## src/kbd_pkg.sv

```systemverilog
package kbd_pkg;

	// PS/2 data byte.
	parameter int SCAN_W = 8;

	typedef logic [SCAN_W-1:0] scan_code_t;

	// Prefixes sent ahead of extended and release codes.
	parameter scan_code_t PREFIX_EXT   = 8'hE0;
	parameter scan_code_t PREFIX_BREAK = 8'hF0;

	// Prefix parser states.
	typedef enum logic [1:0] {
		ST_IDLE,
		ST_EXT_SEEN,
		ST_BREAK_SEEN,
		ST_CODE_SEEN
	} parser_state_t;

	// Command applied to the key table.
	typedef enum logic {
		ACT_PRESS,
		ACT_RELEASE
	} key_action_t;

endpackage

```

## src/key_state_table.sv

```systemverilog
`timescale 1ns/1ps

module key_state_table #(
	parameter int NUM_KEYS = 128
) (
	input  logic                 clk,
	input  logic                 reset,
	input  logic                 cmd_valid,
	input  kbd_pkg::scan_code_t  cmd_code,
	input  kbd_pkg::key_action_t cmd_action,
	input  logic                 cmd_ext,
	output logic [NUM_KEYS-1:0]  key_data,
	output logic [NUM_KEYS-1:0]  ext_key_data
);
	import kbd_pkg::*;

	logic                in_range;
	logic [NUM_KEYS-1:0] key_mask;

	// One-hot select of the addressed key.
	assign in_range = int'(cmd_code) < NUM_KEYS;
	assign key_mask = in_range ? (NUM_KEYS'(1) << cmd_code) : '0;

	always_ff @(posedge clk) begin
		if (reset) begin
			key_data     <= '0;
			ext_key_data <= '0;
		end else if (cmd_valid) begin
			if (cmd_ext) begin
				if (cmd_action == ACT_PRESS) begin
					ext_key_data <= ext_key_data | key_mask;
				end else begin
					ext_key_data <= ext_key_data & ~key_mask;
				end
			end else if (cmd_action == ACT_PRESS) begin
				key_data <= key_data | key_mask;
			end else begin
				key_data <= key_data & ~key_mask;
			end
		end
	end

	// At most one key moves per clock.
	a_one_bit_change: assert property (
		@(posedge clk) disable iff (reset)
		!$past(reset) |-> $countones({key_data ^ $past(key_data),
			ext_key_data ^ $past(ext_key_data)}) <= 1
	);

endmodule

```

## src/keyboard_parser.sv

```systemverilog
`timescale 1ns/1ps

module keyboard_parser #(
	parameter int NUM_KEYS = 128
) (
	input  logic                clk,
	input  logic                reset,
	input  logic                ps2_clk,
	input  logic                ps2_data,
	output logic [NUM_KEYS-1:0] key_data,
	output logic [NUM_KEYS-1:0] ext_key_data
);
	import kbd_pkg::*;

	scan_code_t  rx_byte;
	logic        rx_valid;
	logic        cmd_valid;
	scan_code_t  cmd_code;
	key_action_t cmd_action;
	logic        cmd_ext;

	ps2_receiver u_receiver (
		.clk      (clk),
		.reset    (reset),
		.ps2_clk  (ps2_clk),
		.ps2_data (ps2_data),
		.rx_byte  (rx_byte),
		.rx_valid (rx_valid)
	);

	prefix_fsm u_prefix_fsm (
		.clk        (clk),
		.reset      (reset),
		.rx_byte    (rx_byte),
		.rx_valid   (rx_valid),
		.cmd_valid  (cmd_valid),
		.cmd_code   (cmd_code),
		.cmd_action (cmd_action),
		.cmd_ext    (cmd_ext)
	);

	key_state_table #(
		.NUM_KEYS (NUM_KEYS)
	) u_key_table (
		.clk          (clk),
		.reset        (reset),
		.cmd_valid    (cmd_valid),
		.cmd_code     (cmd_code),
		.cmd_action   (cmd_action),
		.cmd_ext      (cmd_ext),
		.key_data     (key_data),
		.ext_key_data (ext_key_data)
	);

endmodule

```

## src/prefix_fsm.sv

```systemverilog
`timescale 1ns/1ps

module prefix_fsm (
	input  logic                 clk,
	input  logic                 reset,
	input  kbd_pkg::scan_code_t  rx_byte,
	input  logic                 rx_valid,
	output logic                 cmd_valid,
	output kbd_pkg::scan_code_t  cmd_code,
	output kbd_pkg::key_action_t cmd_action,
	output logic                 cmd_ext
);
	import kbd_pkg::*;

	parser_state_t state;
	parser_state_t next_state;
	logic          ext_flag;
	logic          break_flag;
	logic          code_take;

	always_comb begin
		next_state = state;
		code_take  = 1'b0;
		case (state)
			ST_IDLE: begin
				if (rx_valid) begin
					if (rx_byte == PREFIX_EXT) begin
						next_state = ST_EXT_SEEN;
					end else if (rx_byte == PREFIX_BREAK) begin
						next_state = ST_BREAK_SEEN;
					end else begin
						next_state = ST_CODE_SEEN;
						code_take  = 1'b1;
					end
				end
			end
			ST_EXT_SEEN: begin
				if (rx_valid) begin
					if (rx_byte == PREFIX_BREAK) begin
						next_state = ST_BREAK_SEEN;
					end else begin
						next_state = ST_CODE_SEEN;
						code_take  = 1'b1;
					end
				end
			end
			// Whatever follows F0 is the code.
			ST_BREAK_SEEN: begin
				if (rx_valid) begin
					next_state = ST_CODE_SEEN;
					code_take  = 1'b1;
				end
			end
			default: begin
				next_state = ST_IDLE;
			end
		endcase
	end

	always_ff @(posedge clk) begin
		if (reset) begin
			state <= ST_IDLE;
		end else begin
			state <= next_state;
		end
	end

	// Prefix flags, taken with the byte that sets them.
	always_ff @(posedge clk) begin
		if (reset) begin
			ext_flag   <= 1'b0;
			break_flag <= 1'b0;
		end else if (state == ST_IDLE) begin
			ext_flag   <= rx_valid && rx_byte == PREFIX_EXT;
			break_flag <= rx_valid && rx_byte == PREFIX_BREAK;
		end else if (code_take) begin
			ext_flag   <= 1'b0;
			break_flag <= 1'b0;
		end else if (rx_valid && next_state == ST_BREAK_SEEN) begin
			break_flag <= 1'b1;
		end
	end

	always_ff @(posedge clk) begin
		if (reset) begin
			cmd_valid <= 1'b0;
		end else begin
			cmd_valid <= code_take;
		end
	end

	always_ff @(posedge clk) begin
		if (code_take) begin
			cmd_code   <= rx_byte;
			cmd_action <= break_flag ? ACT_RELEASE : ACT_PRESS;
			cmd_ext    <= ext_flag;
		end
	end

	// Every command comes from a received byte.
	a_cmd_after_rx: assert property (
		@(posedge clk) disable iff (reset)
		cmd_valid |-> $past(rx_valid)
	);

endmodule

```

## src/ps2_receiver.sv

```systemverilog
`timescale 1ns/1ps

module ps2_receiver (
	input  logic                clk,
	input  logic                reset,
	input  logic                ps2_clk,
	input  logic                ps2_data,
	output kbd_pkg::scan_code_t rx_byte,
	output logic                rx_valid
);
	import kbd_pkg::*;

	// Start, data, parity and stop bits.
	localparam int FRAME_W = SCAN_W + 3;

	logic               clk_meta;
	logic               clk_sync;
	logic               clk_last;
	logic               data_meta;
	logic               data_sync;
	logic               clk_fall;
	logic [FRAME_W-1:0] shift_reg;
	logic [3:0]         bit_cnt;
	logic               frame_done;
	logic               start_ok;
	logic               parity_ok;
	logic               stop_ok;

	// Both lines idle high.
	always_ff @(posedge clk) begin
		if (reset) begin
			clk_meta  <= 1'b1;
			clk_sync  <= 1'b1;
			clk_last  <= 1'b1;
			data_meta <= 1'b1;
			data_sync <= 1'b1;
		end else begin
			clk_meta  <= ps2_clk;
			clk_sync  <= clk_meta;
			clk_last  <= clk_sync;
			data_meta <= ps2_data;
			data_sync <= data_meta;
		end
	end

	assign clk_fall = clk_last & ~clk_sync;

	// LSB first, so shift in from the top.
	always_ff @(posedge clk) begin
		if (clk_fall) begin
			shift_reg <= {data_sync, shift_reg[FRAME_W-1:1]};
		end
	end

	always_ff @(posedge clk) begin
		if (reset) begin
			bit_cnt    <= '0;
			frame_done <= 1'b0;
		end else begin
			frame_done <= 1'b0;
			if (clk_fall) begin
				if (bit_cnt == 4'(FRAME_W - 1)) begin
					bit_cnt    <= '0;
					frame_done <= 1'b1;
				end else begin
					bit_cnt <= bit_cnt + 4'd1;
				end
			end
		end
	end

	// Frame checks on the completed shift register.
	assign start_ok  = ~shift_reg[0];
	assign parity_ok = ^shift_reg[FRAME_W-2:1];
	assign stop_ok   = shift_reg[FRAME_W-1];

	// Bad frames are dropped without a strobe.
	assign rx_valid = frame_done & start_ok & parity_ok & stop_ok;
	assign rx_byte  = shift_reg[SCAN_W:1];

	// A frame takes many clocks, so strobes never touch.
	a_rx_valid_single: assert property (
		@(posedge clk) disable iff (reset)
		rx_valid |=> !rx_valid
	);

endmodule

```

## config.mk

```make
export PLATFORM = sky130hd
export DESIGN_NAME = keyboard_parser
export DESIGN_NICKNAME = d
export VERILOG_FILES = /design/src/kbd_pkg.sv /design/src/key_state_table.sv /design/src/keyboard_parser.sv /design/src/prefix_fsm.sv /design/src/ps2_receiver.sv
export SDC_FILE = /design/constraint.sdc
export NUM_CORES = 1
export LEC_CHECK = 0
export BUFFER_PORTS_ARGS = -buffer_cell sky130_fd_sc_hd__buf_2
export CORE_AREA = 2 2 154 156
export DETAILED_ROUTE_END_ITERATION = 12
export DIE_AREA = 0 0 156 158
export HOLD_SLACK_MARGIN = 0.15
export PLACE_DENSITY = 0.71
export SYNTH_ARGS = -nofsm -noshare
export SYNTH_HDL_FRONTEND = slang
export SYNTH_SLANG_ARGS = --single-unit
export TNS_END_PERCENT = 50
```

## constraint.sdc

```tcl
create_clock -name clk -period 3.63 [get_ports clk]
set_input_delay 0.726 -clock clk [delete_from_list [all_inputs] [get_ports clk]]
set_output_delay 0.726 -clock clk [all_outputs]
set_load 0.01 [all_outputs]
```

=== After elaboration in Yosys (flattened, before gate mapping) ===
Cells that the tools add are included.

* Multiplexer cells: 23
* $lt $le $gt $ge: 1
* Reductions and logical operators: 10
* Equal/unequal tests: 6
* Shift operators: 1
* Bitwise gates (word level): 13
* Add/sub/neg operators: 1

{| class="wikitable"
|+ Operators by type and width
! cell !! count
|-
| 128-bit 2-to-1 mux || 3
|-
| 128-bit bitwise AND || 2
|-
| 128-bit OR || 2
|-
| 128-bit inverter || 1
|-
| 1-bit by 8-bit left shift with 128-bit output (first input constant) || 1
|-
| 8-bit == test (second input constant) || 2
|-
| 1-bit 2-to-1 mux || 13
|-
| 9-bit parity || 1
|-
| 8-bit less-than comparator (second input constant) || 1
|-
| 2-bit 2-to-1 mux || 4
|-
| 2-bit one-hot mux with 3 select lines || 1
|-
| 4-bit by 1-bit adder with 4-bit output (second input constant) || 1
|-
| 1-bit bitwise AND || 4
|-
| 2-bit == test (second input constant) || 2
|-
| 4-bit == test (second input constant) || 1
|-
| 4-bit 2-to-1 mux || 1
|-
| 1-bit inverter || 4
|-
| 2-bit AND reduction || 2
|-
| 1-bit logical AND || 3
|-
| 1-bit one-hot mux with 3 select lines || 1
|-
| 3-bit nonzero test || 1
|-
| 2-bit by 1-bit == test with 1-bit output (second input constant) || 1
|-
| 2-bit logical NOT || 1
|-
| 2-bit nonzero test || 1
|-
| 2-bit OR reduction || 1
|}

* Flip-flop bits (word level): 292
* Output and inout port bits: 256
* Input port bits: 4

=== Longest topological paths before layout ===
Gate-level depths: netlist of the first run.

* Depth after elaboration: 11
* Gate-level depth with buffers: 6
* Mapped depth without buffers: 6

=== Cells and area by module ===
Synthesis of the first run repeated with hierarchy kept, for this count alone.

* Cells, all modules: 1112
* Area total of the unflattened synthesis: 11810.1 sq um

{| class="wikitable"
|+ By module, submodules not included
! module !! cells each !! instances !! area each (sq um)
|-
| key_state_table || 1008 || 1 || 10416.2
|-
| ps2_receiver || 64 || 1 || 825.8
|-
| prefix_fsm || 40 || 1 || 568.0
|}

=== Least setup slack after synthesis of the first run ===
OpenSTA, ideal clock, no wires.

* Path type: reg2reg
* From: register u_receiver.shift_reg[3]
* To: register u_prefix_fsm.cmd_action, enable pin
* Required time: 3.240 ns
* Data arrival time: 2.242 ns
* Cell stages (with the launch flop): 7
* Buffers on the path: 0
* Setup slack: 0.998 ns
* Cell sequence: edfxtp_1 inv_1 ha_1 xnor3_1 xnor2_1 nand2_1 nor3_1

* Word-level cells in the longest chain between the ends: 5

{| class="wikitable"
|+ RTL lines
! item !! line !! source
|-
| start: declaration || ps2_receiver.sv:22 || <nowiki>logic [FRAME_W-1:0] shift_reg;</nowiki>
|-
| start signal: assignment || ps2_receiver.sv:51 || <nowiki>shift_reg <= {data_sync, shift_reg[FRAME_W-1:1]};</nowiki>
|-
| 8-bit == test or 9-bit parity (tied branches) || prefix_fsm.sv:29, prefix_fsm.sv:39, ps2_receiver.sv:74 ||
|-
| 1-bit 2-to-1 mux or 1-bit bitwise AND (tied branches) || prefix_fsm.sv:29, prefix_fsm.sv:39, ps2_receiver.sv:78 ||
|-
| 1-bit 2-to-1 mux or 1-bit bitwise AND (tied branches) || prefix_fsm.sv:27, ps2_receiver.sv:78 ||
|-
| 1-bit 2-to-1 mux (on tied branches) || prefix_fsm.sv:26, prefix_fsm.sv:38, prefix_fsm.sv:49 ||
|-
| 1-bit one-hot mux with 3 select lines * || prefix_fsm.sv:24 || <nowiki>case (state)</nowiki>
|-
| via u_prefix_fsm.code_take || prefix_fsm.sv:19 || <nowiki>logic code_take;</nowiki>
|-
| end signal: assignment || prefix_fsm.sv:95 || <nowiki>cmd_action <= break_flag ? ACT_RELEASE : ACT_PRESS;</nowiki>
|-
| end: declaration || prefix_fsm.sv:10 || <nowiki>output kbd_pkg::key_action_t cmd_action,</nowiki>
|}

Mark *: on every way through the listed nets, which the timed path passes. The rest lies on a longest branch.
A chain may end at the register's enable or synchronous reset.

==> summary.md, run 1 <==
The run finished with clean final reports. After synthesis, the mean cell area works out to 10.60 um^2. The area growth from synthesis to layout is 19.66%. The logs give 355.1 ps for the final hold slack and 47.5% for the clock group share of total power. STA classifies the critical path endpoint as a flip-flop. By area the synthesized netlist is led by sky130_fd_sc_hd__dfxtp_1, sky130_fd_sc_hd__a211oi_1, sky130_fd_sc_hd__a21oi_1. After layout, the design draws a total of 6.334 mW.

Clock-pin slew was measured on the worst setup and hold paths at 60 ps. The power dissipated by switching net loads was 1.322 mW; the number of top-level pins was 260. Among all flip-flop cells after synthesis, the most frequent one is sky130_fd_sc_hd__dfxtp_1.

In this run, CTS created clock tree buffers numbering 31. In this run the deepest clock path goes through 3 buffers. The clock net in this run drives a total of 292 sinks.

Clock latency on the worst-skew pair, taken at its later pin, is 550 ps. Entering global routing, the biggest net connects 146 pins. After clock tree synthesis, the flow added hold-fix buffers numbering 0.

The run gives 54.22% as the sequential share of the synthesized area. TritonCTS built the clock tree. After Yosys synthesis, and, or, nand and nor cells account for 7.920% of the synthesized area. Of all nets on the critical path, the largest fanout is 32. After clock tree synthesis, the setup repair step added 0 buffers. After the last flow step, the layout net total stands at 1255. From left edge to right edge, the die measures 156 um. Most repeated cell in the gate-level netlist after synthesis: sky130_fd_sc_hd__dfxtp_1. The die covers 0.02465 mm^2.

The tools report the setup TNS after final layout as 0 ps. The total of flip-flops plus latches after synthesis is 292. Per report_power, the sequential group accounts for 51.3% of the total. The share of total power consumed by net switching is 20.87%, and the total track usage is 25.32%. For this run, the top clock speed supported by timing is 414.9 MHz.

The tools report the worst reg2reg path startpoint as u_prefix_fsm.cmd_code[3]. For this run, asynchronously set or reset flops after synthesis account for 0%. The count of buffers added on input and output ports is 259.

The logs give 0.02305 mm^2 for the total core area and 23.69% for the worst max-slew margin expressed relative to the limit. Synthesis produced a netlist with a net count of 1063. The die height was 158 um. The largest family of logic cells by synthesized area was compound AO/OA/AOI/OAI gates.

The proportion of netlist area held by the largest area contributor was 48.57%; the global-route wire length before repair was 49160 um. The commonest cells after synthesis are sky130_fd_sc_hd__dfxtp_1, sky130_fd_sc_hd__a21oi_1, sky130_fd_sc_hd__a211oi_1, sky130_fd_sc_hd__clkbuf_1, sky130_fd_sc_hd__nor2_4. Standard cell with the maximum stage delay on the critical path: sky130_fd_sc_hd__nor2_4. The count of final setup violators is 0, and the residual overflow from global routing is 0. After legalization and detailed placement, the total HPWL measured 20200 um. The arrival time at the worst endpoint came out at 2850 ps. The critical path starts at u_prefix_fsm.cmd_code[3]. Post-route antenna net violation count: 0.

The final count of pins violating max slew is 0. The tools report the weighted congestion reported at the end of routability-driven placement as 0.7877. Power spread over the standard cell area amounts to 473.9 mW/mm^2.

The internal portion of the total power is 5.012 mW. The biggest area contributor in the post-synthesis netlist is sky130_fd_sc_hd__dfxtp_1. The initial antenna violation count is 0, and the number of diodes added for antenna fixing is 0. The post-route clock period utilization is 66.40%. For this run, the detailed router's first-pass iteration total came to 5. The run gives 0 as the count of cells resized by post-cts repair.

IR analysis of the VDD net gives a maximum drop of 0.3303 mV. Setup repair after global routing left no endpoint under its margin. After layout, the minimum clock period comes to 2410 ps. Synthesis produced a netlist whose cell count is 1054. The synthesized netlist devotes 0.4369% of its cell area to XOR and XNOR gates. The run gives 0 as the max-capacitance violation count. For this run, the slowest stage of the critical path takes 930 ps. For the number of placed cells counting well taps, the log shows 1503. The total of warnings raised by yosys came out at 0. The worst setup path is of the flip-flop to flip-flop kind. The detailed router's first-iteration violation count was 729; the remaining routing DRC violations was 0.

The tools report the initial cell density of the core as 48.45%. Cells fill 57.98% of the core in the end. Dividing the detail-routed wire length by the instance count gives 20.80 um. The via density per instance was 5.798.

The logs give 9.858 ps for the worst setup skew after layout and 8258 for the via count of the first global-routing pass. In the synthesized netlist, mux cells make up 0% of the area. For the worst setup path, the data required time is 4070 ps. Traced cell by cell, the critical path runs through nand2b_1, nor2_4, a21oi_1, a211oi_1. The worst hold path belongs to the class input port to flip-flop.

The worst hold path startpoint is ps2_data. The number of levels the H-tree was split into is 1, and the share of post-route cells with drive strength above 1 is 31.94%. The synthesized netlist devotes 30.74% of its cell area to compound gates. The logs give 46 for the post-synthesis cell type count and 0 for the hold violation total from the final report. Summing the areas of all fa, ha and maj instances in the mapped netlist gives 0.5601% of the synthesized area. The detailed router placed 9034 vias in this run.

Startpoint kind of the worst setup timing path: a flip-flop. The logs give 1.2% for the relative contribution of combinational cells to total power and 5.147 nW for the total leakage power. The logs give 1558 for the count of placed standard cells in the final layout, fillers left out and 32400 um for the total wire length. In this run the clock root is driven by a sky130_fd_sc_hd__clkbuf_16. For the pin with the worst max-slew slack, the measured transition is 1142 ps. Post-synth design cell area: 0.01117 mm^2. The initialized floorplan defines 56 standard-cell rows.

The synthesized design contains 21 enable-type register cells.
==> critical path: cells and delay by family (launching register included) <==
kind               cells  cell delay, ps
and+or+nand+nor        2            1310
DFF                    1             510
AOI/OAI and AO/OA      2             480
==> path summary, 6_finish.rpt <==
check                        endpoint  slack, ps  cells after the start
max                         flip-flop       1220                      4
min              u_receiver.data_meta        360                      2
max reg2reg                 flip-flop       1220                      4
min reg2reg  u_receiver.shift_reg[10]        400                      0
==> kinds of logic (layout without fill, tap and decap cells) <==
kind of cell	Yosys count	count (layout)
and+or+nand+nor	104	104
xor gates and xnor gates	4	4
adders and majority gates	5	5
AOI/OAI and AO/OA	528	528
buffers and inverters	121	335
DFF	292	292
==> per-layer routing <==
metal / share of wire (%) / track usage, % / vias to the layer above / routed length (um)
met5: 0 / 0 / - / 0
met4: 1.7 / 6.247 / 0 / 539
met3: 8.0 / 5.803 / 48 / 2582
met2: 47 / 41.30 / 336 / 15270
met1: 43 / 34.22 / 4273 / 14010
li1: - / - / 4377 / -
==> layout by cell type, fill, tap and decap left out, drive strengths merged, types with 3 or more instances in the layout <==
cell type	instances
nor2	50
nand2b	3
buf	272
nand3b	5
a21oi	260
nand2	10
or2	6
dfxtp	271
a211oi	257
edfxtp	21
ha	5
or3b	3
clkbuf	44
nor3	6
o21ai	5
inv	7
clkinv	9
nand3	4
==> cell type report <==
type / count / area [um^2]
Sequential cell: 292 / 6056
Clock inverter: 12 / 117.6
Fill cell: 2000 / 9687
Multi-Input combinational cell: 641 / 4539
Tap cell: 290 / 362.8
Timing Repair Buffer: 273 / 1423
Inverter: 7 / 26.28
Clock buffer: 43 / 840.8
==> metrics by stage <==
step                setup slack [ps]  area (um^2)
floorplan                      998.3        11170
global placement                1369        12410
detailed placement              1286        12410
CTS                             1267        13370
global route                    1114        13370
finish                          1220        13370
==> power groups by stage <==
stage	combinational (mW)	sequential [mW]	clock, mW
floorplan	0.0603	3.32	0
global placement	0.0774	3.32	0
detailed placement	0.0778	3.32	0
CTS	0.0776	3.25	3.05
global route	0.0857	3.25	3.18
finish	0.0788	3.25	3.01
Power figures use the tool's default switching activity.
==> run 2, diff against run 1 <==
--- a/config.mk
+++ b/config.mk
@@ -6,11 +6,11 @@
 export NUM_CORES = 1
 export LEC_CHECK = 0
 export BUFFER_PORTS_ARGS = -buffer_cell sky130_fd_sc_hd__buf_2
-export CORE_AREA = 2 2 154 156
+export CORE_AREA = 2 2 156 158
 export DETAILED_ROUTE_END_ITERATION = 12
-export DIE_AREA = 0 0 156 158
+export DIE_AREA = 0 0 158 160
 export HOLD_SLACK_MARGIN = 0.15
-export PLACE_DENSITY = 0.71
+export PLACE_DENSITY = 0.72
 export SYNTH_ARGS = -nofsm -noshare
 export SYNTH_HDL_FRONTEND = slang
 export SYNTH_SLANG_ARGS = --single-unit
==> constraint.sdc (replaced) <==
create_clock -name clk -period 2 [get_ports clk]
set_input_delay 0.4 -clock clk [delete_from_list [all_inputs] [get_ports clk]]
set_output_delay 0.4 -clock clk [all_outputs]
set_load 0.01 [all_outputs]
==> run 2 against run 1 <==
The run now ends with setup timing left; core utilization is 1.7 points higher; register-to-register slack got worse by 1300 ps; die area up 2.6%; global-route usage fell by 0.075 points; clock-buffer cell count up 3; hold slack worse by 2.9 ps; sequential share of layout area down 2.7 points; sequential power increased by 82%; cell count up 7.2%; flip-flop and latch count unchanged; wire length up 4.7%; first-iteration DRC count rose by 21%; critical path type unchanged.
==> summary.md, run 2 (same netlist as run 1, synthesis figures left out) <==
The run finished, with violations left. The final reports fail on setup timing. In this run the worst setup path terminates at u_prefix_fsm.cmd_code[4]. The run gives 9.063 mW (was 5.012 mW) as the internal power component. The commonest non-fill, non-tap cell in the layout is sky130_fd_sc_hd__dfxtp_1 (unchanged).

The arrival time at the worst endpoint is 2310 ps (was 2850 ps). The post-route clock period utilization was 102.4% (was 66.40%); the power dissipated by switching net loads was 2.333 mW (was 1.322 mW). Detailed router's first-iteration violation count: 880 (was 729).

The pre-CTS setup slack came out at -10.32 ps (was 1286 ps). Initial cell density of the core: 46.89% (was 48.45%). Final routed wire length divided by cell count: 20.31 um (was 20.80 um). The ratio of total power to cell area was 801.4 mW/mm^2 (was 473.9 mW/mm^2). Most frequent cells in the layout: sky130_fd_sc_hd__dfxtp_1, sky130_fd_sc_hd__buf_2, sky130_fd_sc_hd__a21oi_1, sky130_fd_sc_hd__a211oi_1, sky130_fd_sc_hd__buf_4 (was sky130_fd_sc_hd__dfxtp_1, sky130_fd_sc_hd__buf_2, sky130_fd_sc_hd__a21oi_1, sky130_fd_sc_hd__a211oi_1, sky130_fd_sc_hd__nor2_4).

Class of the tightest hold or removal check: input port to flip-flop (unchanged). Count of nets after finishing: 1337 (was 1255). The tools report the power after layout as 11.40 mW (was 6.334 mW).

The number of I/O port buffers works out to 259 (unchanged). The via count of the first global-routing pass was 8725 (was 8258); the maximum operating frequency was 488.4 MHz (was 414.9 MHz). Estimated wirelength of the detail-placed design: 21800 um (was 20200 um).

The die height was 160 um (was 158 um). The first-pass iteration count of the detailed router is 5 (unchanged). The layout filler cell count is 2057 (was 2000), and the width of the chip is 158 um (was 156 um).

The total cell area at the placement stage came out at 0.01300 mm^2 (was 0.01241 mm^2). The run gives 0 (unchanged) as the hold violation total from the final report. The max-capacitance violation count was 0 (unchanged); the global-route wire length before repair was 50660 um (was 49160 um). The worst register-to-register path ends at u_prefix_fsm.cmd_code[4]. Share of post-route cells with drive strength above 1: 36.18% (was 31.94%).

The logs give 550 ps (about the same) for the latest clock arrival within the worst-skew pair and 57 (was 56) for the number of cell rows. The logs give 5.614 nW (was 5.147 nW) for the total leakage power and 0 (unchanged) for the remaining routing DRC violations. The number of levels the H-tree was split into was 1 (unchanged); the clock group share of total power was 46.8% (was 47.5%). For the design area, the log shows 0.01422 mm^2 (was 0.01337 mm^2).

The tools report the number of placed cells counting well taps as 1587 (was 1503). The weighted congestion reported at the end of routability-driven placement is 0.8791 (was 0.7877), and the total track usage is 25.25% (was 25.32%). TritonCTS built the clock tree.

Maximum fanout count along the critical path: 10 (was 32). The die area came out at 0.02528 mm^2 (was 0.02465 mm^2). The worst-case vdd ir drop is 0.6632 mV (was 0.3303 mV).

The share of total power consumed by net switching was 20.47% (was 20.87%). The clock net sink count was 292 (unchanged); the utilization after layout was 59.70% (was 57.98%). The launching element of the worst setup path was u_receiver.shift_reg[3] (was u_prefix_fsm.cmd_code[3]).

The count of final setup violators is 10 (was 0). The setup TNS after final layout was -446.0 ps (was 0 ps). The via density per instance was 5.709 (was 5.798); the post-route antenna net violation count was 0 (unchanged). The total core area was 0.02382 mm^2 (was 0.02305 mm^2). The post-synthesis to final-layout area growth works out to 27.31% (was 19.66%). The initial antenna violation count came out at 0 (unchanged). The tools report the worst max-slew margin expressed relative to the limit as 66.34% (was 23.69%). The number of buffers added by the clock tree synthesis step came out at 30 (was 31).

The post-route minimum period works out to 2047 ps (was 2410 ps). Number of diodes added for antenna fixing: 0 (unchanged). The logs give 9534 (was 9034) for the routed via count and 0 (unchanged) for the final count of pins violating max slew. The count of placed standard cells in the final layout, fillers left out was 1670 (was 1558); the post-route worst setup slack was -47.32 ps (was 1220 ps).

The run gives 1.5% (was 1.2%) as the relative contribution of combinational cells to total power. The tools report the worst reg-to-reg setup slack as -50 ps (was 1220 ps). The startpoint kind of the worst setup timing path is a flip-flop (unchanged). Setup repair after global routing could not meet its margin everywhere. The worst setup skew after layout was 13.76 ps (was 9.858 ps). The endpoint required time on the critical path is 2260 ps (was 4070 ps), and the clock-pin slew on the worst setup and hold paths is 60 ps (about the same). The number of buffers between clock root and the deepest sink was 3 (unchanged). The tools report the root cell of the clock tree as sky130_fd_sc_hd__clkbuf_16 (unchanged). Number of top-level pins: 260 (unchanged). The start-to-end type of the worst setup path is flip-flop to flip-flop (unchanged). The residual overflow from global routing is 0 (unchanged). The actual transition at the worst max-transition pin is 504.4 ps (was 1142 ps), and the depth of the worst register-to-register path is 7 (was 4). The total wire length was 33920 um (was 32400 um). The tools report the maximum number of pins on one net before global-route repair as 72 (was 146). The tools report the element type at the critical path end as a flip-flop (unchanged).

The tools report the part of the total power dissipated in sequential elements as 51.8% (was 51.3%). The tools report the worst reg2reg path startpoint as u_receiver.shift_reg[3] (was u_prefix_fsm.cmd_code[3]). The run gives 352.1 ps (was 355.1 ps) as the final hold slack.
run 2: cell count changes in the layout (fill, tap and decap cells not counted), sizes merged:
cell,previous run,this run
buf,272,351
bufinv,2,1
clkinv,9,3
clkinvlp,1,0
nor2,50,52
clkbuf,44,47
dlygate4sd3,0,2
run 2: timing repair:
item,CTS,global route
hold buffers,2,0
resized for setup,1,3
setup buffers,0,29
pin swaps,1,8
endpoints found under the hold margin,2,0
cloned,0,2
endpoints found under the setup margin,17,45
run 2: worst min path at each step:
stage | startpoint | to | slack (ps) | cells after the start
2_1_floorplan | u_receiver.data_sync | u_receiver.shift_reg[10] | 390 | 0
3_3_place_gp | u_receiver.clk_meta | u_receiver.clk_sync | 400 | 1
5_1_grt | reset | u_receiver.bit_cnt[2] | 390 | 2
6_report | reset | u_receiver.bit_cnt[2] | 350 | 2
3_5_place_dp | u_receiver.clk_meta | u_receiver.clk_sync | 400 | 1
4_1_cts | reset | u_receiver.bit_cnt[2] | 340 | 2
run 2: power groups by stage:
| stage | sequential (mW) | combinational (mW) | clock [mW] |
|---|---|---|---|
| floorplan | 6.02 | 0.114 | 0 |
| global placement | 6.03 | 0.160 | 0 |
| detailed placement | 6.03 | 0.160 | 0 |
| CTS | 5.90 | 0.165 | 5.40 |
| global route | 5.90 | 0.179 | 5.66 |
| finish | 5.90 | 0.167 | 5.33 |
run 2: worst max-delay path, stage by stage (launching register included):
cell	delay, ps
sky130_fd_sc_hd__edfxtp_1	350
sky130_fd_sc_hd__inv_1	50
sky130_fd_sc_hd__ha_1	280
sky130_fd_sc_hd__xnor3_1	440
sky130_fd_sc_hd__xnor2_2	210
sky130_fd_sc_hd__nand2_2	100
sky130_fd_sc_hd__nor3_4	180
sky130_fd_sc_hd__buf_12	160
run 2: layout make-up:
| class | count | area [um^2] | area share (%) |
|---|---|---|---|
| Timing Repair Buffer | 354 | 2215 | 15.57 |
| Clock buffer | 46 | 882.1 | 6.203 |
| Multi-Input combinational cell | 643 | 4591 | 32.28 |
| Tap cell | 324 | 405.4 | 2.851 |
| Sequential cell | 292 | 6056 | 42.59 |
| Inverter | 7 | 26.28 | 0.1848 |
| Clock inverter | 4 | 45.04 | 0.3168 |
run 2: per-layer routing:
metal	global-route usage, %	share of wire (%)
met2	39.39	46
met3	5.156	8.5
met1	35.37	43
met5	0	0
met4	7.535	2.8
